## config.mk

```make
export PLATFORM = sky130hd
export DESIGN_NAME = wbc_bus_trace
export DESIGN_NICKNAME = d
export VERILOG_FILES = /design/src/surf5_ctrl_pkg.sv /design/src/wbc_bus_trace.sv
export SDC_FILE = /design/constraint.sdc
export NUM_CORES = 1
export LEC_CHECK = 0
export BUFFER_PORTS_ARGS = -buffer_cell sky130_fd_sc_hd__buf_2
export CAP_MARGIN = 40
export CELL_PAD_IN_SITES_DETAIL_PLACEMENT = 0
export CELL_PAD_IN_SITES_GLOBAL_PLACEMENT = 1
export CORE_MARGIN = 2
export CORE_UTILIZATION = 24
export CTS_CLUSTER_DIAMETER = 30
export DETAILED_ROUTE_END_ITERATION = 12
export GPL_ROUTABILITY_DRIVEN = 0
export PLACE_DENSITY = 0.73
export SLEW_MARGIN = 0
export SYNTH_ARGS = -nofsm -noshare
export SYNTH_HDL_FRONTEND = slang
export SYNTH_SLANG_ARGS = --single-unit
```

## constraint.sdc

```tcl
create_clock -name sys_clk -period 0.8 [get_ports sys_clk]
set_input_delay 0.08 -clock sys_clk [delete_from_list [all_inputs] [get_ports sys_clk]]
set_output_delay 0.08 -clock sys_clk [all_outputs]
set_load 0.05 [all_outputs]
```

## src/surf5_ctrl_pkg.sv

```systemverilog
package surf5_ctrl_pkg;

	// Control bus widths.
	localparam int wb_adr_w = 20;
	localparam int wb_dat_w = 32;
	localparam int wb_sel_w = 4;

	// Upper address nibble picks the region.
	localparam int region_w = 4;
	// Byte offset bits inside one region.
	localparam int ofs_w = wb_adr_w - region_w;

	// Address map, by upper nibble.
	localparam logic [region_w-1:0] region_id_ctrl = 4'h0;
	localparam logic [region_w-1:0] region_ram = 4'h2;

	// Identification slave register offsets (byte addresses).
	localparam logic [ofs_w-1:0] reg_version = 16'h0000;
	localparam logic [ofs_w-1:0] reg_ident = 16'h0004;
	localparam logic [ofs_w-1:0] reg_led = 16'h0008;
	localparam logic [ofs_w-1:0] reg_irq_status = 16'h000C;
	localparam logic [ofs_w-1:0] reg_irq_mask = 16'h0010;

	// Board identifier, ASCII "SURF".
	localparam logic [wb_dat_w-1:0] board_ident = 32'h5355_5246;

	// Interrupt sources and LED outputs.
	localparam int irq_w = 31;
	localparam int led_w = 4;

	// Debug trace word.
	// Data, address, select, then cyc, stb, we, ack, err, rty.
	localparam int trace_w = 62;

	// Version word fields, most significant first.
	typedef struct packed {
		logic [3:0] boardrev;
		logic [3:0] month;
		logic [7:0] day;
		logic [3:0] major;
		logic [3:0] minor;
		logic [7:0] revision;
	} version_fields_t;

	// Version word: built from fields, read back as a raw word.
	typedef union packed {
		logic [wb_dat_w-1:0] raw;
		version_fields_t f;
	} version_u;

endpackage

```

## src/wbc_bus_trace.sv

```systemverilog
module wbc_bus_trace import surf5_ctrl_pkg::*; (
	input  logic sys_clk,
	input  logic rst_i,
	// Master-side bus, observed only.
	input  logic cyc_i,
	input  logic stb_i,
	input  logic we_i,
	input  logic [wb_adr_w-1:0] adr_i,
	input  logic [wb_sel_w-1:0] sel_i,
	input  logic [wb_dat_w-1:0] m_dat_i,
	input  logic [wb_dat_w-1:0] s_dat_i,
	input  logic ack_i,
	input  logic err_i,
	// Snapshot, one cycle late.
	output logic [trace_w-1:0] trace_o
);

	// Field positions in the trace word.
	localparam int adr_lsb = wb_dat_w;
	localparam int sel_lsb = adr_lsb + wb_adr_w;
	localparam int cyc_bit = sel_lsb + wb_sel_w;
	localparam int stb_bit = cyc_bit + 1;
	localparam int we_bit = cyc_bit + 2;
	localparam int ack_bit = cyc_bit + 3;
	localparam int err_bit = cyc_bit + 4;
	localparam int rty_bit = cyc_bit + 5;

	logic [trace_w-1:0] trace_d;
	logic [trace_w-1:0] trace_q;

	// Pack the bus into the trace layout.
	always_comb begin
		// Write data on writes, returned data on reads.
		trace_d[0 +: wb_dat_w] = we_i ? m_dat_i : s_dat_i;
		trace_d[adr_lsb +: wb_adr_w] = adr_i;
		trace_d[sel_lsb +: wb_sel_w] = sel_i;
		trace_d[cyc_bit] = cyc_i;
		trace_d[stb_bit] = stb_i;
		trace_d[we_bit] = we_i;
		trace_d[ack_bit] = ack_i;
		trace_d[err_bit] = err_i;
		// No retry on this bus.
		trace_d[rty_bit] = 1'b0;
	end

	always_ff @(posedge sys_clk) begin
		if (rst_i) begin
			trace_q <= '0;
		end else begin
			trace_q <= trace_d;
		end
	end

	assign trace_o = trace_q;

endmodule

```

==> metrics.md <==
| Metric | Value |
|---|---|
| TritonRoute pass-1 iters | 2 |
| Drt wl/cell | 13.5 um |
| First-pass GRT wire length | 10300 um |
| P&R area growth vs syn | 134% |
| Failing checks | setup timing |
| Post-CTS Setup Bufs | 0 |
| Fin Setup TNS | -5.64 ns |
| CTS sink count | 61 |
| Syn_nets | 262 |
| Final ANT Viol Nets | 0 |
| FILL cells | 640 |
| Pleak | 2.15 nW |
| Max-Cap Viols | 0 |
| Crit Path Category | flop to output pin |
| Initial Util | 0.251 |
| Final Power | 0.00789 W |
| Synth cell types | 10 |
| Pwr/cell area | 1720 mW/mm^2 |
| Sequential area share after synthesis | 0.624 |
| Row count | 32 |
| Crit-path slowest cell | dfxtp_2 |
| GRT Total Usage | 0.159 |
| Arr. time, crit path | 0.84 ns |
| DRC | 0 |
| Most Crowded Layer GR | met2 |
| WP data required | 0.72 ns |
| Storage element area | 0.00130 sq mm |
| Clock buffers created by TritonCTS | 9 |
| Multi-input logic area | 626 sq um |
| Number of global-route vias before repair | 2295 |
| Setup violators final | 61 |
| DIE HEIGHT | 94.3 um |
| Overflow after GRT | 0 |
| Worst IR Drop VDD | 0.633 mV |
| Final Hold Viols | 0 |
| Period utilization | 1.15 |
| Final WS setup | -0.118 ns |
| M1 GR Usage | 0.130 |
| Max-slew violation count | 0 |
| Antenna fix cells | 0 |
| Total routed wirelength | 7080 um |
| Post-Place Setup Slack | 0.00546 ns |
| Cell family with most CP delay | flip-flops |
| Cells after Synth | 167 |
| Crit path from | trace_o[48]$_SDFF_PP0_ |
| Final nets | 512 |
| Die Width | 94.3 um |
| CTS tree | yes |
| Die area | 0.00890 sq mm |
| Vias/cell | 4.00 |
| Port-buffer cells | 155 |
| GR Layer Usage met3 | 0.0562 |
| Largest net degree at the start of global routing | 41 |
| H-tree Lvls | 3 |
| Core region area | 0.00781 sq mm |
| Vias | 2091 |
| CP endpoint kind | output pin |
| Cell total after placement | 416 |
| Reg clk slew, reported paths | 0.07 ns |
| CP startpoint kind | flop |
| Clock Tree Buf Depth | 2 |
| Crit-path max FO | 1 |
| Unrepaired setup endpoints after global routing | true |
| Max reg flops | 61 |
| CP bufs+invs | 1 |
| Hold path start | rst_i |
| Flip-flop and latch count after synthesis | 61 |
| Root buffer cell | clkbuf_8 |
| Initial antenna violation count | 0 |
| CP Cell Sequence | buf_8 |
| Routing usage on met2 | 0.324 |
| Mapped Area | 0.00196 sq mm |
| Avg Inst Size Synth | 11.7 sq um |
| Final Util | 0.587 |
| Starting DRT DRC Count | 13 |
| Slowest stage delay, CP | 0.35 ns |
| Yosys warns | 0 |
| IO Count | 157 |
| Final cell count without fillers | 523 |
| Min Tclk post-route | 0.918 ns |
| Status | complete, but fails checks |
| Highest Clock Rate | 1090 MHz |
| Hold crit path type | input port to flop |
| Post-DP HPWL | 3660 um |
| Layout cell share with drive strength beyond 1 | 0.556 |
==> layer usage <==
metal	vias to the layer above	share of wire
li1	1030	-
met5	-	0
met4	0	0.031
met3	18	0.069
met2	90	0.59
met1	953	0.31
==> power breakdown <==
part,switching (W),internal (W)
logic,0.00104,0.00109
clock network,0.00120,0.00118
registers,0.000117,0.00326
total,0.00235,0.00553
==> logic make-up (layout without fill, tap and decap cells) <==
kind of cell	Yosys count	in the layout	share of synthesized area
other cells	1	1	0.00192
flops	61	61	0.624
simple gates	61	61	0.154
mux	32	32	0.164
buf+inv	12	266	0.0569
==> cells in the final DEF, fill, tap and decap left out, drive strengths merged <==
| cell type | synthesis | routed |
|---|---|---|
| buf | 10 | 159 |
| dlygate4sd3 | 0 | 92 |
| dfxtp | 61 | 61 |
| mux2i | 32 | 32 |
| nor2 | 32 | 32 |
| nor2b | 29 | 29 |
| clkbuf | 2 | 11 |
| clkinvlp | 0 | 2 |
| clkinv | 0 | 2 |
| conb | 1 | 1 |
==> synthesized netlist by cell type <==
library cell / number / area share
buf_12: 3 / 0.031
nor2_1: 32 / 0.061
nor2b_1: 29 / 0.093
mux2i_1: 32 / 0.16
dfxtp_1: 61 / 0.62
buf_6: 1 / 0.0058
conb_1: 1 / 0.0019
clkbuf_1: 2 / 0.0038
buf_2: 5 / 0.013
buf_4: 1 / 0.0038
==> final timing paths <==
| check | end | slack [ns] | cells after the start |
|---|---|---|---|
| min | trace_o[17]$_SDFF_PP0_ | 0.14 | 3 |
| max | trace_o[48] | -0.12 | 1 |
==> through the flow <==
step | hold WS (ns) | cell area (sq um)
floorplan | 0.208 | 1960
global placement | 0.287 | 2830
detailed placement | 0.295 | 2830
CTS | 0.121 | 4500
global route | 0.126 | 4580
finish | 0.135 | 4580
==> cell type report <==
cell class | count | area share
timing repair buffer | 251 | 0.516
sequential | 61 | 0.283
multi-input combinational | 94 | 0.137
clock buffer | 11 | 0.0309
tap | 102 | 0.0279
clock inverter | 4 | 0.00546
==> repair_timing <==
action	in CTS	in global routing
setup endpoints to repair	61	61
gates resized for setup	217	21
endpoints found under the hold margin	60	0
hold buffers	92	0
Note: power is estimated with default switching activity, not from simulation.
