===== src/surf5_ctrl_pkg.sv =====
package surf5_ctrl_pkg;

	// Control bus widths.
	localparam int wb_adr_w = 20;
	localparam int wb_dat_w = 32;
	localparam int wb_sel_w = 4;

	// Upper address nibble picks the region.
	localparam int region_w = 4;
	// Byte offset bits inside one region.
	localparam int ofs_w = wb_adr_w - region_w;

	// Address map, by upper nibble.
	localparam logic [region_w-1:0] region_id_ctrl = 4'h0;
	localparam logic [region_w-1:0] region_ram = 4'h2;

	// Identification slave register offsets (byte addresses).
	localparam logic [ofs_w-1:0] reg_version = 16'h0000;
	localparam logic [ofs_w-1:0] reg_ident = 16'h0004;
	localparam logic [ofs_w-1:0] reg_led = 16'h0008;
	localparam logic [ofs_w-1:0] reg_irq_status = 16'h000C;
	localparam logic [ofs_w-1:0] reg_irq_mask = 16'h0010;

	// Board identifier, ASCII "SURF".
	localparam logic [wb_dat_w-1:0] board_ident = 32'h5355_5246;

	// Interrupt sources and LED outputs.
	localparam int irq_w = 31;
	localparam int led_w = 4;

	// Debug trace word.
	// Data, address, select, then cyc, stb, we, ack, err, rty.
	localparam int trace_w = 62;

	// Version word fields, most significant first.
	typedef struct packed {
		logic [3:0] boardrev;
		logic [3:0] month;
		logic [7:0] day;
		logic [3:0] major;
		logic [3:0] minor;
		logic [7:0] revision;
	} version_fields_t;

	// Version word: built from fields, read back as a raw word.
	typedef union packed {
		logic [wb_dat_w-1:0] raw;
		version_fields_t f;
	} version_u;

endpackage


===== src/wbc_intercon.sv =====
module wbc_intercon import surf5_ctrl_pkg::*; (
	input  logic sys_clk,
	input  logic rst_i,
	// Master request.
	input  logic wb_cyc_i,
	input  logic wb_stb_i,
	input  logic [wb_adr_w-1:0] wb_adr_i,
	// Master response.
	output logic [wb_dat_w-1:0] m_dat_o,
	output logic m_ack_o,
	output logic m_err_o,
	// Identification slave.
	output logic id_stb_o,
	input  logic [wb_dat_w-1:0] id_dat_i,
	input  logic id_ack_i,
	// Sample RAM slave.
	output logic ram_stb_o,
	input  logic [wb_dat_w-1:0] ram_dat_i,
	input  logic ram_ack_i
);

	// Region select from the top nibble.
	logic [region_w-1:0] region;
	logic hit_id;
	logic hit_ram;
	logic hit_none;
	// Active request this cycle.
	logic access;
	// Error responder state.
	logic err_q;
	// Qualified slave acks.
	logic id_resp;
	logic ram_resp;

	assign region = wb_adr_i[wb_adr_w-1 -: region_w];
	assign access = wb_cyc_i && wb_stb_i;

	// Address decode.
	// The LAB4 control region and all spare nibbles fall to the error path.
	assign hit_id = (region == region_id_ctrl);
	assign hit_ram = (region == region_ram);
	assign hit_none = !hit_id && !hit_ram;

	// One strobe per slave, only on a region match.
	assign id_stb_o = wb_stb_i && hit_id;
	assign ram_stb_o = wb_stb_i && hit_ram;

	// Error responder.
	// Same one-cycle timing as a slave ack, and it
	// does not fire twice while stb is still high.
	always_ff @(posedge sys_clk) begin
		if (rst_i) begin
			err_q <= 1'b0;
		end else begin
			err_q <= access && hit_none && !err_q;
		end
	end

	assign m_err_o = err_q;

	// Master holds the address until ack, so
	// the current decode still picks the answering slave.
	assign id_resp = hit_id && id_ack_i;
	assign ram_resp = hit_ram && ram_ack_i;
	assign m_ack_o = id_resp || ram_resp;

	// Read data returns only in the ack cycle.
	// Zero otherwise.
	always_comb begin
		if (id_resp) begin
			m_dat_o = id_dat_i;
		end else if (ram_resp) begin
			m_dat_o = ram_dat_i;
		end else begin
			m_dat_o = '0;
		end
	end

endmodule


===== config.mk =====
export PLATFORM = sky130hd
export DESIGN_NAME = wbc_intercon
export DESIGN_NICKNAME = d
export VERILOG_FILES = /design/src/surf5_ctrl_pkg.sv /design/src/wbc_intercon.sv
export SDC_FILE = /design/constraint.sdc
export NUM_CORES = 1
export LEC_CHECK = 0
export CELL_PAD_IN_SITES_DETAIL_PLACEMENT = 0
export CELL_PAD_IN_SITES_GLOBAL_PLACEMENT = 1
export CORE_UTILIZATION = 33
export CTS_CLUSTER_SIZE = 12
export DETAILED_ROUTE_END_ITERATION = 10
export DONT_BUFFER_PORTS = 1
export PLACE_DENSITY = 0.74
export SLEW_MARGIN = 5
export SYNTH_ARGS = -nofsm -noshare
export SYNTH_HDL_FRONTEND = slang
export SYNTH_SLANG_ARGS = --single-unit

===== constraint.sdc =====
create_clock -name sys_clk -period 1.8 [get_ports sys_clk]
set_clock_uncertainty 0.1 [all_clocks]
set_input_delay 0.36 -clock sys_clk [delete_from_list [all_inputs] [get_ports sys_clk]]
set_output_delay 0.36 -clock sys_clk [all_outputs]
set_load 0.005 [all_outputs]

==> summary.md, run 1 <==
| Metric | Value |
|---|---|
| Drt via density | `about 6.6` |
| Hold Fails Final Rpt | `0` |
| Largest family of logic cells by synthesized area | `simple AND/OR/NAND/NOR gates` |
| Initial antenna violation count | `0` |
| Max_slew headroom | `0.795` |
| Die ar. | `about 2800 µm²` |
| Critical Path Fanout Max | `20` |
| Vias in the first global route | `~600` |
| PnR worst setup slack | `around 0.07 ns` |
| Worst EP arrival | `1.27 ns` |
| Commonest cells post-synth | `nand3_1 (32), nand3b_1 (32), a21oi_2 (29)` |
| Pre-Repair DR Iteration Count | `4` |
| Max reg flops | `1` |
| Compound-Gate Fraction of Synth Area | `0.314` |
| Nets | `199` |
| Syn Area/Cell | `~7 µm²` |
| Drt wl/cell | `approximately 15 µm` |
| Total power | `approximately 0.11 mW` |
| First-pass GRT wire length | `~2500 µm` |
| Worst IR drop on VDD | `approximately 0.078 mV` |
| Post-CTS setup buffers | `0` |
| Drt drc | `0` |
| Async SR Flop Fraction | `0` |
| Worst-Margin Slew | `0.307 ns` |
| Mux contribution to synthesized area | `0.0117` |
| Syn Inst Count | `124` |
| Hold buffer count at CTS | `0` |
| CP max-delay cell | `or3_2` |
| Synth Area in XOR/XNOR | `0` |
| Net switching power | `approximately 0.044 mW` |
| Element type at the critical path end | `primary output` |
| Status | `finished, final reports clean` |
| Sw Ratio | `0.405` |
| Clk network pwr share | `0` |
| Setup CP Type | `primary input to primary output` |
| Core footprint | `~2500 µm²` |
| CP cell instances | `or3_2 -> buf_4 -> nor2_1` |
| Post-synth EDFFs | `0` |
| Net count after synthesis | `between 200 and 250` |
| Max Cap Viol | `0` |
| Final setup fails | `0` |
| Sequential power share | `0.220` |
| Final Max Slew Viols | `0` |
| Gpl congestion | `0.736` |
| Min-delay worst type | `flip-flop to flip-flop` |
| Yosys top cell by area | `a21oi_2` |
| Port buffer count | `0` |
| Post-synth cell types | `18` |
| Pint | `0.0652 mW` |
| Register bit total from synthesis | `1` |
| Setup WS pre-CTS | `roughly 0.064 ns` |
| Fmax achieved | `around 0.58 GHz` |
| Grt total ovfl | `0` |
| Fin crit period | `approximately 1.7 ns` |
| Vias | `901` |
| Worst Setup Start Kind | `primary input` |
| Pleak | `0.146 nW` |
| Synth warn | `0` |
| I/O pin cnt | `about 130` |
| DRT iter0 DRCs | `28` |
| Die Ht | `about 53 µm` |
| Post_cts resized | `0` |
| Cell area after synthesis | `between 800 and 900 µm²` |
| Final-layout fill cell count | `between 200 and 300` |
| Fraction of layout cells with a size suffix above 1 | `0.299` |
| Most common flop cell mapped by yosys | `dfxtp_1` |
| WP data required | `between 1 and 1.5 ns` |
| Fin cells | `around 140` |
| Area share of fa/ha/maj cells after synthesis | `0` |
| Antenna Cells | `0` |
| Register area share after synthesis | `0.0234` |
| Inst Count DP | `~140` |
| Routed Antenna Nets | `0` |
| Crit path largest cell delay | `between 0.4 and 0.5 ns` |
| Synth top area share | `0.297` |
| Largest net degree at the start of global routing | `between 60 and 70` |
| Clk Latency, worst-skew pair | `0 ns` |
| Clock-pin slew on the worst setup and hold paths | `0 ns` |
| RSZ-0062 raised after global routing | `no` |
| Fin crit share | `0.962` |
| P&R area growth vs syn | `-7.46%` |
| Logic pwr share | `0.780` |
| Synth top area cells | `a21oi_2 (30%), nand3b_1 (28%), nand3_1 (19%), buf_6 (3.9%), buf_2 (3.5%)` |
| Initial Util | `0.349` |
| Post-Route WL | `roughly 2100 µm` |
| Dpl hpwl | `1520 µm` |
| Simple logic cell fraction of the synthesized area | `0.513` |
| Die width | `roughly 53 µm` |
| GRT Util Overall | `0.114` |
| Pwr/cell area | `between 100 and 150 nW/µm²` |
| Setup tns final | `0 ns` |
| Row count | `18` |
## worst max-delay path, delay by kind of cell
kind                   cells  cell delay (ns)
buffers and inverters      1             0.25
AND/OR/NAND/NOR            2             0.66
## power groups by stage
stage	combinational, mW	sequential, mW	clock (mW)
finish	0.0856	0.0241	0
global route	0.0950	0.0242	0
CTS	0.0865	0.0242	0
detailed placement	0.0861	0.0242	0
global placement	0.0842	0.0242	0
floorplan	0.121	0.0241	0
## final timing paths
| kind | slack, ns | startpoint | endpoint | cells after the start |
|---|---|---|---|---|
| worst max register to register | 1.06 | m_err_o | m_err_o | 1 |
| worst min-delay path | 0.33 | m_err_o | m_err_o | 1 |
| worst max-delay path | 0.07 | wb_adr_i[16] | m_ack_o | 3 |
| worst min register to register | 0.33 | m_err_o | m_err_o | 1 |
## metal layers
layer,global-route usage,vias up,wire (µm)
met2,0.245,68,1050
met1,0.125,410,823
met5,0,-,0
met4,0,0,0
met3,0.00575,0,216
li1,-,423,-
## through the flow
stage | area (µm²) | util | hold slack [ns]
after floorplan | 856 | - | 0.321
after global placement | 792 | 0.323 | 0.337
after detailed placement | 792 | 0.323 | 0.340
after CTS | 792 | 0.323 | 0.340
after global routing | 792 | 0.323 | 0.344
final | 792 | 0.323 | 0.332
## area by class of cell
class | instances | area, µm² | share of cell area
multi-input cells | 104 | 719 | 0.908
well taps | 30 | 37.5 | 0.0474
flip-flops and latches | 1 | 20.0 | 0.0253
repair buffers | 2 | 15.0 | 0.0190
## layout by cell type (no fill, tap or decap)
cell type / synthesis / layout
nor3_1: 1 / 1
a21oi_1: 3 / 3
nand3_1: 32 / 32
or3_2: 0 / 1
a21oi_2: 29 / 29
nand3b_1: 32 / 32
nor2_1: 1 / 1
nand2_1: 1 / 1
mux2i_1: 1 / 1
and3_1: 1 / 1
buf_4: 0 / 2
nor4_1: 1 / 1
nor3b_1: 1 / 1
dfxtp_1: 1 / 1
## cell families after synthesis
| group | after synthesis |
|---|---|
| and+or+nand+nor | 71 |
| buffers and inverters | 19 |
| AOI/OAI and AO/OA | 32 |
| DFF | 1 |
| muxes | 1 |
Power figures use the tool's default switching activity.
==> inputs of run 2 (changes only) <==
--- a/config.mk
+++ b/config.mk
@@ -12,6 +12,7 @@
 export DETAILED_ROUTE_END_ITERATION = 10
 export DONT_BUFFER_PORTS = 1
 export PLACE_DENSITY = 0.74
+export REMOVE_ABC_BUFFERS = 1
 export SLEW_MARGIN = 5
 export SYNTH_ARGS = -nofsm -noshare
 export SYNTH_HDL_FRONTEND = slang
==> summary.md, run 2 (synthesized netlist as in run 1, its figures left out) <==
| Metric | Value |
|---|---|
| Delay-heaviest family, CP | `simple AND/OR/NAND/NOR gates` |
| Inst Count DP | `137 (unchanged)` |
| Fmax achieved | `0.579 GHz (+0.15%)` |
| Post-Route WL | `2150 µm (+2.9%)` |
| Worst IR drop on VDD | `0.0998 mV (+28%)` |
| Setup CP Type | `primary input to primary output` |
| Antenna Cells | `0 (unchanged)` |
| Post_cts resized | `0 (unchanged)` |
| Crit path largest cell delay | `0.55 ns (+0.06 ns)` |
| Vias | `874 (-3.0%)` |
| WP data required | `1.34 ns (about the same)` |
| Die ar. | `2800 µm² (unchanged)` |
| Hold buffer count at CTS | `0 (unchanged)` |
| Fin Hold WS | `0.340 ns (+0.00733 ns)` |
| RSZ-0062 raised after global routing | `no` |
| Pre-Repair DR Iteration Count | `4 (unchanged)` |
| Max reg flops | `1 (unchanged)` |
| Fin cells | `137 (unchanged)` |
| Worst EP arrival | `1.27 ns (about the same)` |
| Core footprint | `2450 µm² (unchanged)` |
| PnR worst setup slack | `0.0715 ns (+0.00261 ns)` |
| Gpl congestion | `0.741 (+0.72%)` |
| Most frequent cells in the layout | `nand3b_1 (32), nand3_1 (32), a21oi_2 (29), a21oi_1 (3), buf_12 (2)` |
| Min-delay worst type | `flip-flop to flip-flop` |
| Drt drc | `0 (unchanged)` |
| Nets | `199 (unchanged)` |
| Max_slew headroom | `0.842 (+0.0465)` |
| Final core utilization | `0.333 (+0.0102)` |
| Placed Instance Area | `817 µm² (+3.2%)` |
| Clock-pin slew on the worst setup and hold paths | `0 ns (unchanged)` |
| GRT Util Overall | `0.113 (-0.00132)` |
| Row count | `18 (unchanged)` |
| Post-Layout Inst Area | `817 µm² (+3.2%)` |
| Drt wl/cell | `15.7 µm (+2.9%)` |
| Largest net degree at the start of global routing | `68 (unchanged)` |
| Setup tns final | `0 ns (unchanged)` |
| Status | `finished, final reports clean` |
| Initial antenna violation count | `0 (unchanged)` |
| I/O pin cnt | `126 (unchanged)` |
| P&R area growth vs syn | `-4.53%` |
| Pwr/cell area | `141 nW/µm² (+1.8%)` |
| Pleak | `0.158 nW (+8.3%)` |
| Hold Fails Final Rpt | `0 (unchanged)` |
| Fraction of layout cells with a size suffix above 1 | `0.299 (unchanged)` |
| Die width | `52.9 µm (unchanged)` |
| CP max-delay cell | `or3_2` |
| Post-CTS setup buffers | `0 (unchanged)` |
| Max Cap Viol | `0 (unchanged)` |
| Total power | `0.115 mW (+5.0%)` |
| Buffers plus inverters on the worst setup path | `1 (unchanged)` |
| DRT iter0 DRCs | `8 (-71%)` |
| Die Ht | `52.9 µm (unchanged)` |
| Grt total ovfl | `0 (unchanged)` |
| Drt via density | `6.38 (-3.0%)` |
| Critical Path Fanout Max | `16 (-20%)` |
| Initial Util | `0.349 (unchanged)` |
| Worst Setup Start Kind | `primary input` |
| Final Max Slew Viols | `0 (unchanged)` |
| Fin crit period | `1.73 ns (-0.00261 ns)` |
| Worst-Margin Slew | `0.237 ns (-0.0702 ns)` |
| Element type at the critical path end | `primary output` |
| Dpl hpwl | `1580 µm (+3.9%)` |
| Clk Latency, worst-skew pair | `0 ns (unchanged)` |
| Fin crit share | `0.960 (-0.00145)` |
| Vias in the first global route | `592 (-1.8%)` |
| Routed Antenna Nets | `0 (unchanged)` |
| CP cell instances | `or3_2 -> buf_12 -> a21oi_1` |
| Final setup fails | `0 (unchanged)` |
| Setup WS pre-CTS | `0.0745 ns (+0.0105 ns)` |
| First-pass GRT wire length | `2540 µm (+0.28%)` |
| Port buffer count | `0 (unchanged)` |
-- run 2: area by class of cell --
class	count	area (µm²)
well taps	30	37.5
repair buffers	2	40.0
multi-input cells	104	719
fillers	251	1640
flip-flops and latches	1	20.0
-- run 2: path summary, 6_finish.rpt --
check                from  depth (start not counted)     endpoint  slack (ns)
max          wb_adr_i[16]                          3  m_dat_o[27]        0.07
max reg2reg       m_err_o                          1      m_err_o        1.05
min reg2reg       m_err_o                          1      m_err_o        0.34
min               m_err_o                          1      m_err_o        0.34
-- run 2: per-layer routing --
metal	part of all wire	GRT usage	routed length, µm
met5	0	0	0
met4	0	0	0
met3	0.078	0.00287	168
met2	0.52	0.219	1120
met1	0.40	0.143	861
-- run 2: power by group --
group | leakage [nW] | switching [mW] | internal [mW]
Clock | 0 | 0 | 0
Combinational | 0.150 | 0.0450 | 0.0460
Sequential | 0.00818 | 0.000613 | 0.0236
