### src/surf5_ctrl_pkg.sv
package surf5_ctrl_pkg;

	// Control bus widths.
	localparam int wb_adr_w = 20;
	localparam int wb_dat_w = 32;
	localparam int wb_sel_w = 4;

	// Upper address nibble picks the region.
	localparam int region_w = 4;
	// Byte offset bits inside one region.
	localparam int ofs_w = wb_adr_w - region_w;

	// Address map, by upper nibble.
	localparam logic [region_w-1:0] region_id_ctrl = 4'h0;
	localparam logic [region_w-1:0] region_ram = 4'h2;

	// Identification slave register offsets (byte addresses).
	localparam logic [ofs_w-1:0] reg_version = 16'h0000;
	localparam logic [ofs_w-1:0] reg_ident = 16'h0004;
	localparam logic [ofs_w-1:0] reg_led = 16'h0008;
	localparam logic [ofs_w-1:0] reg_irq_status = 16'h000C;
	localparam logic [ofs_w-1:0] reg_irq_mask = 16'h0010;

	// Board identifier, ASCII "SURF".
	localparam logic [wb_dat_w-1:0] board_ident = 32'h5355_5246;

	// Interrupt sources and LED outputs.
	localparam int irq_w = 31;
	localparam int led_w = 4;

	// Debug trace word.
	// Data, address, select, then cyc, stb, we, ack, err, rty.
	localparam int trace_w = 62;

	// Version word fields, most significant first.
	typedef struct packed {
		logic [3:0] boardrev;
		logic [3:0] month;
		logic [7:0] day;
		logic [3:0] major;
		logic [3:0] minor;
		logic [7:0] revision;
	} version_fields_t;

	// Version word: built from fields, read back as a raw word.
	typedef union packed {
		logic [wb_dat_w-1:0] raw;
		version_fields_t f;
	} version_u;

endpackage

### src/surf5_id_ctrl.sv
module surf5_id_ctrl import surf5_ctrl_pkg::*; #(
	parameter version_u VERSION = '0
) (
	input  logic sys_clk,
	input  logic rst_i,
	// Slave port.
	input  logic cyc_i,
	input  logic stb_i,
	input  logic we_i,
	input  logic [ofs_w-1:0] adr_i,
	input  logic [wb_sel_w-1:0] sel_i,
	input  logic [wb_dat_w-1:0] dat_i,
	output logic [wb_dat_w-1:0] dat_o,
	output logic ack_o,
	// Interrupts.
	input  logic [irq_w-1:0] irq_src_i,
	output logic irq_o,
	// LEDs.
	output logic [led_w-1:0] led_o
);

	// Word address within the region.
	logic [ofs_w-3:0] word_adr;
	// New access starts this cycle.
	logic start;
	logic ack_q;
	logic [wb_dat_w-1:0] rd_d;
	logic [wb_dat_w-1:0] rd_q;
	// Control registers.
	logic [led_w-1:0] led_q;
	logic [irq_w-1:0] mask_q;
	logic irq_q;

	assign word_adr = adr_i[ofs_w-1:2];
	assign start = cyc_i && stb_i && !ack_q;

	// Read mux.
	// Unused offsets read zero.
	always_comb begin
		rd_d = '0;
		case (word_adr)
			reg_version[ofs_w-1:2]: rd_d = VERSION.raw;
			reg_ident[ofs_w-1:2]: rd_d = board_ident;
			reg_led[ofs_w-1:2]: rd_d[led_w-1:0] = led_q;
			reg_irq_status[ofs_w-1:2]: rd_d[irq_w-1:0] = irq_src_i;
			reg_irq_mask[ofs_w-1:2]: rd_d[irq_w-1:0] = mask_q;
			default: rd_d = '0;
		endcase
	end

	// Single-cycle ack.
	always_ff @(posedge sys_clk) begin
		if (rst_i) begin
			ack_q <= 1'b0;
		end else begin
			ack_q <= start;
		end
	end

	// Read word is captured on the edge that raises ack.
	always_ff @(posedge sys_clk) begin
		if (start) begin
			rd_q <= rd_d;
		end
	end

	// Register writes.
	// Take effect on the same edge as the ack.
	always_ff @(posedge sys_clk) begin
		if (rst_i) begin
			led_q <= '0;
			mask_q <= '0;
		end else if (start && we_i) begin
			// LEDs live in the low byte.
			if (word_adr == reg_led[ofs_w-1:2] && sel_i[0]) begin
				led_q <= dat_i[led_w-1:0];
			end
			// Mask is byte enabled over its full width.
			if (word_adr == reg_irq_mask[ofs_w-1:2]) begin
				for (int i = 0; i < irq_w; i++) begin
					if (sel_i[i/8]) begin
						mask_q[i] <= dat_i[i];
					end
				end
			end
		end
	end

	// Masked interrupt request, one cycle behind.
	always_ff @(posedge sys_clk) begin
		if (rst_i) begin
			irq_q <= 1'b0;
		end else begin
			irq_q <= |(irq_src_i & mask_q);
		end
	end

	assign dat_o = rd_q;
	assign ack_o = ack_q;
	assign led_o = led_q;
	assign irq_o = irq_q;

endmodule

### config.mk
export PLATFORM = sky130hd
export DESIGN_NAME = surf5_id_ctrl
export DESIGN_NICKNAME = d
export VERILOG_FILES = /design/src/surf5_ctrl_pkg.sv /design/src/surf5_id_ctrl.sv
export SDC_FILE = /design/constraint.sdc
export NUM_CORES = 1
export LEC_CHECK = 0
export BUFFER_PORTS_ARGS = -buffer_cell sky130_fd_sc_hd__buf_2
export CORE_ASPECT_RATIO = 1.4
export CORE_UTILIZATION = 35
export DETAILED_ROUTE_END_ITERATION = 7
export SLEW_MARGIN = 10
export SYNTH_ARGS = -nofsm -noshare
export SYNTH_HDL_FRONTEND = slang
export SYNTH_SLANG_ARGS = --single-unit
### constraint.sdc
create_clock -name sys_clk -period 1.9 [get_ports sys_clk]
set_input_delay 0.285 -clock sys_clk [delete_from_list [all_inputs] [get_ports sys_clk]]
set_output_delay 0.285 -clock sys_clk [all_outputs]
set_load 0.02 [all_outputs]
==> results.json, run 1 <==
{
  "outcome": "complete, no violations",
  "drc_errors": 0,
  "ir_drop_v": 0.0005270,
  "cts_buffers": 9,
  "synth-edff-count": 31,
  "clock_latency_ps": 330,
  "die_height_um": 113.1,
  "final_cells": 534,
  "initial_core_util_pct": 36.07,
  "synth_xor_xnor_area_share_pct": 0,
  "grt_pass1_vias": 2854,
  "crit_path_end": "dat_o[0]$_DFFE_PN_",
  "diodes": 0,
  "critPathKind": "in2reg",
  "syn_to_final_growth_pct": 35.63,
  "totalWireLength_mm": 9.004,
  "worstReg2RegStart": "ack_o$_SDFF_PP0_",
  "clock-skew-final_ps": 4.832,
  "core_sq_um": 8558,
  "relSlewSlack_pct": 64.91,
  "fmax_mhz": 587.3,
  "r2r-end": "mask_q[20]$_SDFFE_PP0P_",
  "power_leakage_nw": 1.628,
  "synthMuxAreaShare_pct": 0,
  "synth_area_leaders": "edfxtp_1 (30%), dfxtp_1 (24%), a21oi_1 (6.0%), a22oi_1 (5.8%), nand4_1 (5.1%)",
  "synth_commonest_cells": "a21oi_1 (37), dfxtp_1 (37), edfxtp_1 (31)",
  "place_inst": 518,
  "rrSetupSlack_ps": 310,
  "cts_resized": 0,
  "hold_path_class": "in2reg",
  "synth_cells": 300,
  "finalHoldViolations": 0,
  "htree_num_levels": 3,
  "wire_per_inst_um": 16.86,
  "grt_pass1_wl_mm": 13.72,
  "place_area_sq_um": 3889,
  "final_nets": 512,
  "final_area_sq_um": 4187,
  "period_needed_ps": 1703,
  "nFillCells": 830,
  "die_x_um": 81.37,
  "rows": 40,
  "io-pin-count": 126,
  "end_kind": "flop",
  "drt_first_pass_iters": 5,
  "cp_max_fo": 14,
  "yosys.area_share.adder_pct": 0,
  "min_period_over_period_pct": 89.61,
  "slew_viol_final": 0,
  "tritoncts": "built",
  "setup_violations": 0,
  "synthDominantCellAreaShare_pct": 30.16,
  "worst_pin_slew_ps": 519.1,
  "synth-compound-area-share_pct": 24.65,
  "antenna_found_initial": 0,
  "drive_above_1_share_pct": 37.53,
  "overflow": 0,
  "clk_pin_slew_worst_paths_ps": 50,
  "syn_nets": 388,
  "cts-root-buf": "clkbuf_16",
  "dpl.hpwl_mm": 6.666,
  "synth.yosys.seq_area_share_pct": 54.15,
  "synth_cell_types": 38,
  "startpoint": "adr_i[12]",
  "synth_top_family_by_area": "compound AO/OA/AOI/OAI gates",
  "cts_hold_buf": 0,
  "powerDensity_nw_per_um2": 831.7,
  "drtAntennaViolNets": 0,
  "port-buffer-count": 121,
  "rsz0062_at_grt": "no",
  "ys_warn_count": 0,
  "clk_path_buf_depth": 2,
  "cp.required_ps": 2100,
  "r2r_cells": 5,
  "cp.arrival_ps": 1900,
  "grt_max_degree": 32,
  "post_cts_buffers": 0,
  "grt_use_total_pct": 20.22,
  "maxCapViolCount": 0,
  "power_mw": 3.482,
  "drt_iter0_markers": 235,
  "vias_per_cell": 5.596,
  "ys_seq_elements": 68,
  "vias": 2988,
  "synth.avg_cell_area_sq_um": 10.29,
  "synth_top_flop_cell": "dfxtp_1",
  "clock-sinks": 68,
  "yosys.area.top_type": "edfxtp_1",
  "start_kind": "input pin",
  "synthSimpleGateAreaFrac_pct": 16.05,
  "die-area_sq_um": 9204,
  "place_congestion": 0.8393,
  "synth_async_sr_flop_share_pct": 0,
  "synth.cell_area_sq_um": 3087
}
-- cell families after synthesis --
family                 after synthesis
other                                1
DFF                                 68
AOI/OAI and AO/OA                  121
buffers and inverters               29
and+or+nand+nor                     81
-- how the worst min path moves through the flow --
stage / from / end / slack [ps] / depth (start not counted)
floorplan: dat_i[0] / led_o[0]$_SDFFE_PP0P_ / 440 / 2
global placement: mask_q[19]$_SDFFE_PP0P_ / mask_q[19]$_SDFFE_PP0P_ / 480 / 2
detailed placement: led_o[1]$_SDFFE_PP0P_ / led_o[1]$_SDFFE_PP0P_ / 480 / 2
CTS: dat_i[5] / mask_q[5]$_SDFFE_PP0P_ / 220 / 3
global route: dat_i[5] / mask_q[5]$_SDFFE_PP0P_ / 230 / 3
finish: dat_i[5] / mask_q[5]$_SDFFE_PP0P_ / 220 / 3
-- routing by layer --
metal	share of wire (%)	wire (um)	vias up	global-route usage, %
met5	0	0	-	0
met4	2.2	195	0	9.524
met3	7.8	705	12	3.790
met2	52	4645	125	35.44
met1	38	3458	1405	22.98
li1	-	-	1446	-
-- registers in the layout, summed over array words and instances (netlist names) --
| signal | count |
|---|---|
| irq_o | 1 |
| mask_q | 31 |
| ack_o | 1 |
| led_o | 4 |
| dat_o | 31 |
-- power by group --
group / total, mW / internal (mW) / leakage [nW] / switching (mW)
clock network: 1.64 / 1.09 / 0.144 / 0.553
registers: 1.57 / 1.56 / 0.569 / 0.00658
logic: 0.275 / 0.107 / 0.915 / 0.167
-- area by class of cell --
| cell class | instances | area (sq um) | share of cell area (%) |
|---|---|---|---|
| Sequential cell | 68 | 1672 | 39.93 |
| Multi-Input combinational cell | 203 | 1284 | 30.66 |
| Timing Repair Buffer | 139 | 790.8 | 18.89 |
| Clock buffer | 15 | 267.8 | 6.396 |
| Tap cell | 105 | 131.4 | 3.138 |
| Clock inverter | 1 | 30.03 | 0.7173 |
| Inverter | 3 | 11.26 | 0.2690 |
-- cells in the final DEF (no fill, tap or decap), types with 2 or more instances in the layout --
cell type  count
clkbuf_1       4
buf_4         14
nor4_4         2
o21ai_1       30
or3b_2         2
or4_4          3
nand2_1       16
clkbuf_16      9
o21ai_0        5
nand4_1       25
a221oi_1       2
clkbuf_8       2
buf_12         4
a21oi_1       37
nor2_1         4
o31ai_1        2
nand4b_1       2
nor2b_1        2
a222oi_1       3
edfxtp_1      31
a22o_1        17
nand3b_1       2
a22oi_1       24
inv_1          3
dfxtp_1       37
buf_2        121
or3_1          2
nand3_1       12
-- metrics by stage --
| step | setup slack (ps) | TNS [ps] | util (%) | hold slack, ps |
|---|---|---|---|---|
| floorplan | -38.29 | -1122 | - | 436.9 |
| global placement | -112.7 | -3685 | 45.44 | 477.0 |
| detailed placement | -131.4 | -5025 | 45.44 | 481.8 |
| CTS | 209.4 | 0 | 48.92 | 215.6 |
| global route | 134.1 | 0 | 48.92 | 226.7 |
| finish | 197.4 | 0 | 48.92 | 219.2 |
-- critical path, stage by stage --
cell	delay (ps)
buf_2	100
or4_4	530
buf_4	190
nor4_2	300
buf_4	270
a222oi_1	140
inv_1	90
(Power assumes the default switching activity.)
==> run 2, diff against run 1 <==
--- a/config.mk
+++ b/config.mk
@@ -9,6 +9,7 @@
 export CORE_ASPECT_RATIO = 1.4
 export CORE_UTILIZATION = 35
 export DETAILED_ROUTE_END_ITERATION = 7
+export PLACE_DENSITY = 0.65
 export SLEW_MARGIN = 10
 export SYNTH_ARGS = -nofsm -noshare
 export SYNTH_HDL_FRONTEND = slang
==> run 2 against run 1 <==
Net effect: via count down 1.8%; non-clock buffer count down 1; critical path depth down 1; flip-flop and latch count unchanged; first-iteration DRC count up 14%; count of clock-buffer cells in the layout unchanged; sequential power about the same; critical endpoint is now mask_q[20]$_SDFFE_PP0P_.
==> results.json, run 2 (synthesis results as in run 1) <==
{
  "outcome": "complete, no violations",
  "cp.required_ps": 2080,
  "cp.arrival_ps": 1890,
  "core_sq_um": 8558,
  "min_period_over_period_pct": 89.98,
  "cts_resized": 0,
  "relSlewSlack_pct": 53.00,
  "tritoncts": "built",
  "use_met1_pct": 21.86,
  "hold_slack_ps": 216.5,
  "period_needed_ps": 1710,
  "antenna_found_initial": 1,
  "drtAntennaViolNets": 0,
  "gr-usage-met3_pct": 5.323,
  "final_area_sq_um": 4168,
  "clock-sinks": 68,
  "slew_viol_final": 0,
  "die-area_sq_um": 9204,
  "clock_latency_ps": 330,
  "finalHoldViolations": 0,
  "path_cells": "buf_2 -> or4_4 -> or4_4 -> buf_12 -> o21ai_0 -> a21oi_1",
  "cp_max_fo": 31,
  "rsz0062_at_grt": "no",
  "grt_pass1_vias": 2706,
  "place_area_sq_um": 3881,
  "dpl.hpwl_mm": 6.527,
  "worst_pin_slew_ps": 705.0,
  "vias_per_cell": 5.494,
  "power_mw": 3.395,
  "path_buf_inv": 2,
  "overflow": 0,
  "grt_use_total_pct": 19.85,
  "io-pin-count": 126,
  "vias": 2934,
  "initial_core_util_pct": 36.07,
  "final_cell_mix": "buf_2 (121), a21oi_1 (37), dfxtp_1 (37)",
  "syn_to_final_growth_pct": 35.02,
  "totalWireLength_mm": 8.855,
  "mostFrequentLayoutCell": "buf_2",
  "ir_drop_v": 0.0004174,
  "busiest_layer": "met2",
  "powerDensity_nw_per_um2": 814.6,
  "clock-skew-final_ps": 4.394,
  "htree_num_levels": 3,
  "wire_per_inst_um": 16.58,
  "clk_pin_slew_worst_paths_ps": 50,
  "fmax_mhz": 584.9,
  "drc_errors": 0,
  "final_nets": 511,
  "grt_max_degree": 38,
  "grt_pass1_wl_mm": 13.39,
  "critPathKind": "in2reg",
  "post_cts_buffers": 0,
  "final_util_pct": 48.70,
  "path_common_cell": "or4_4",
  "setup_violations": 0,
  "cts_hold_buf": 0,
  "cpLargestDelayFamily": "simple AND/OR/NAND/NOR gates",
  "drive_above_1_share_pct": 37.38,
  "place_congestion": 0.8605,
  "worst_path_largest_cell_delay_ps": 540,
  "hold_path_class": "in2reg",
  "port-buffer-count": 121,
  "end_kind": "flop",
  "drt_iter0_markers": 267,
  "grt_use_met2_pct": 33.83,
  "rows": 40,
  "cts-root-buf": "clkbuf_16",
  "drt_first_pass_iters": 5,
  "die_height_um": 113.1,
  "power_leakage_nw": 1.619,
  "maxCapViolCount": 0,
  "cts_buffers": 9,
  "clk_path_buf_depth": 2,
  "critPathSlowestCell": "or4_4",
  "die_x_um": 81.37,
  "start_kind": "input pin"
}
[run 2: cell types whose count changed in the layout (fill, tap and decap cells not counted)]
cell	delta
clkbuf_16	+1
clkinv_2	+1
diode_2	+1
bufinv_16	-1
clkbuf_8	-1
buf_4	-1
[run 2: metal layers]
metal / vias up / part of all wire (%)
met1: 1371 / 39
met2: 109 / 52
li1: 1435 / -
met5: - / 0
met4: 0 / 3.3
met3: 19 / 6.3
[run 2: worst reg2reg max path: cells and delay by family (launching register included)]
family	cells	cell delay, ps
AO/OA/AOI/OAI	2	260
buffers and inverters	1	190
flip-flops	1	310
AND/OR/NAND/NOR	2	700
[run 2: layout make-up]
class / count / area [sq um]
fill: 829 / 4390
sequential: 68 / 1672
multi-input combinational: 203 / 1284
timing repair buffer: 138 / 783.3
clock buffer: 15 / 279.0
tap: 105 / 131.4
inverter: 3 / 11.26
clock inverter: 1 / 5.005
antenna: 1 / 2.502
[run 2: through the flow]
| step | worst slack, ps | std cells | setup TNS (ps) |
|---|---|---|---|
| CTS | 192.0 | 533 | 0 |
| finish | 190.4 | 534 | 0 |
| global route | 113.8 | 534 | 0 |
| detailed placement | -157.0 | 517 | -6167 |
| global placement | -118.2 | 517 | -4608 |
| floorplan | -38.29 | 300 | -1122 |
[run 2: path summary, 6_finish.rpt]
kind	from	to	slack, ps	depth (start not counted)
worst max register to register	ack_o$_SDFF_PP0_	mask_q[20]$_SDFFE_PP0P_	290	5
worst max-delay path	adr_i[8]	mask_q[20]$_SDFFE_PP0P_	190	6
worst min register to register	mask_q[12]$_SDFFE_PP0P_	mask_q[12]$_SDFFE_PP0P_	490	2
worst min-delay path	dat_i[19]	mask_q[19]$_SDFFE_PP0P_	220	3
[run 2: power by group]
group / leakage (nW) / internal, mW / switching, mW / total, mW
clock: 0.139 / 0.997 / 0.564 / 1.56
combinational: 0.910 / 0.106 / 0.162 / 0.268
sequential: 0.569 / 1.56 / 0.00714 / 1.57
total: 1.62 / 2.66 / 0.733 / 3.39
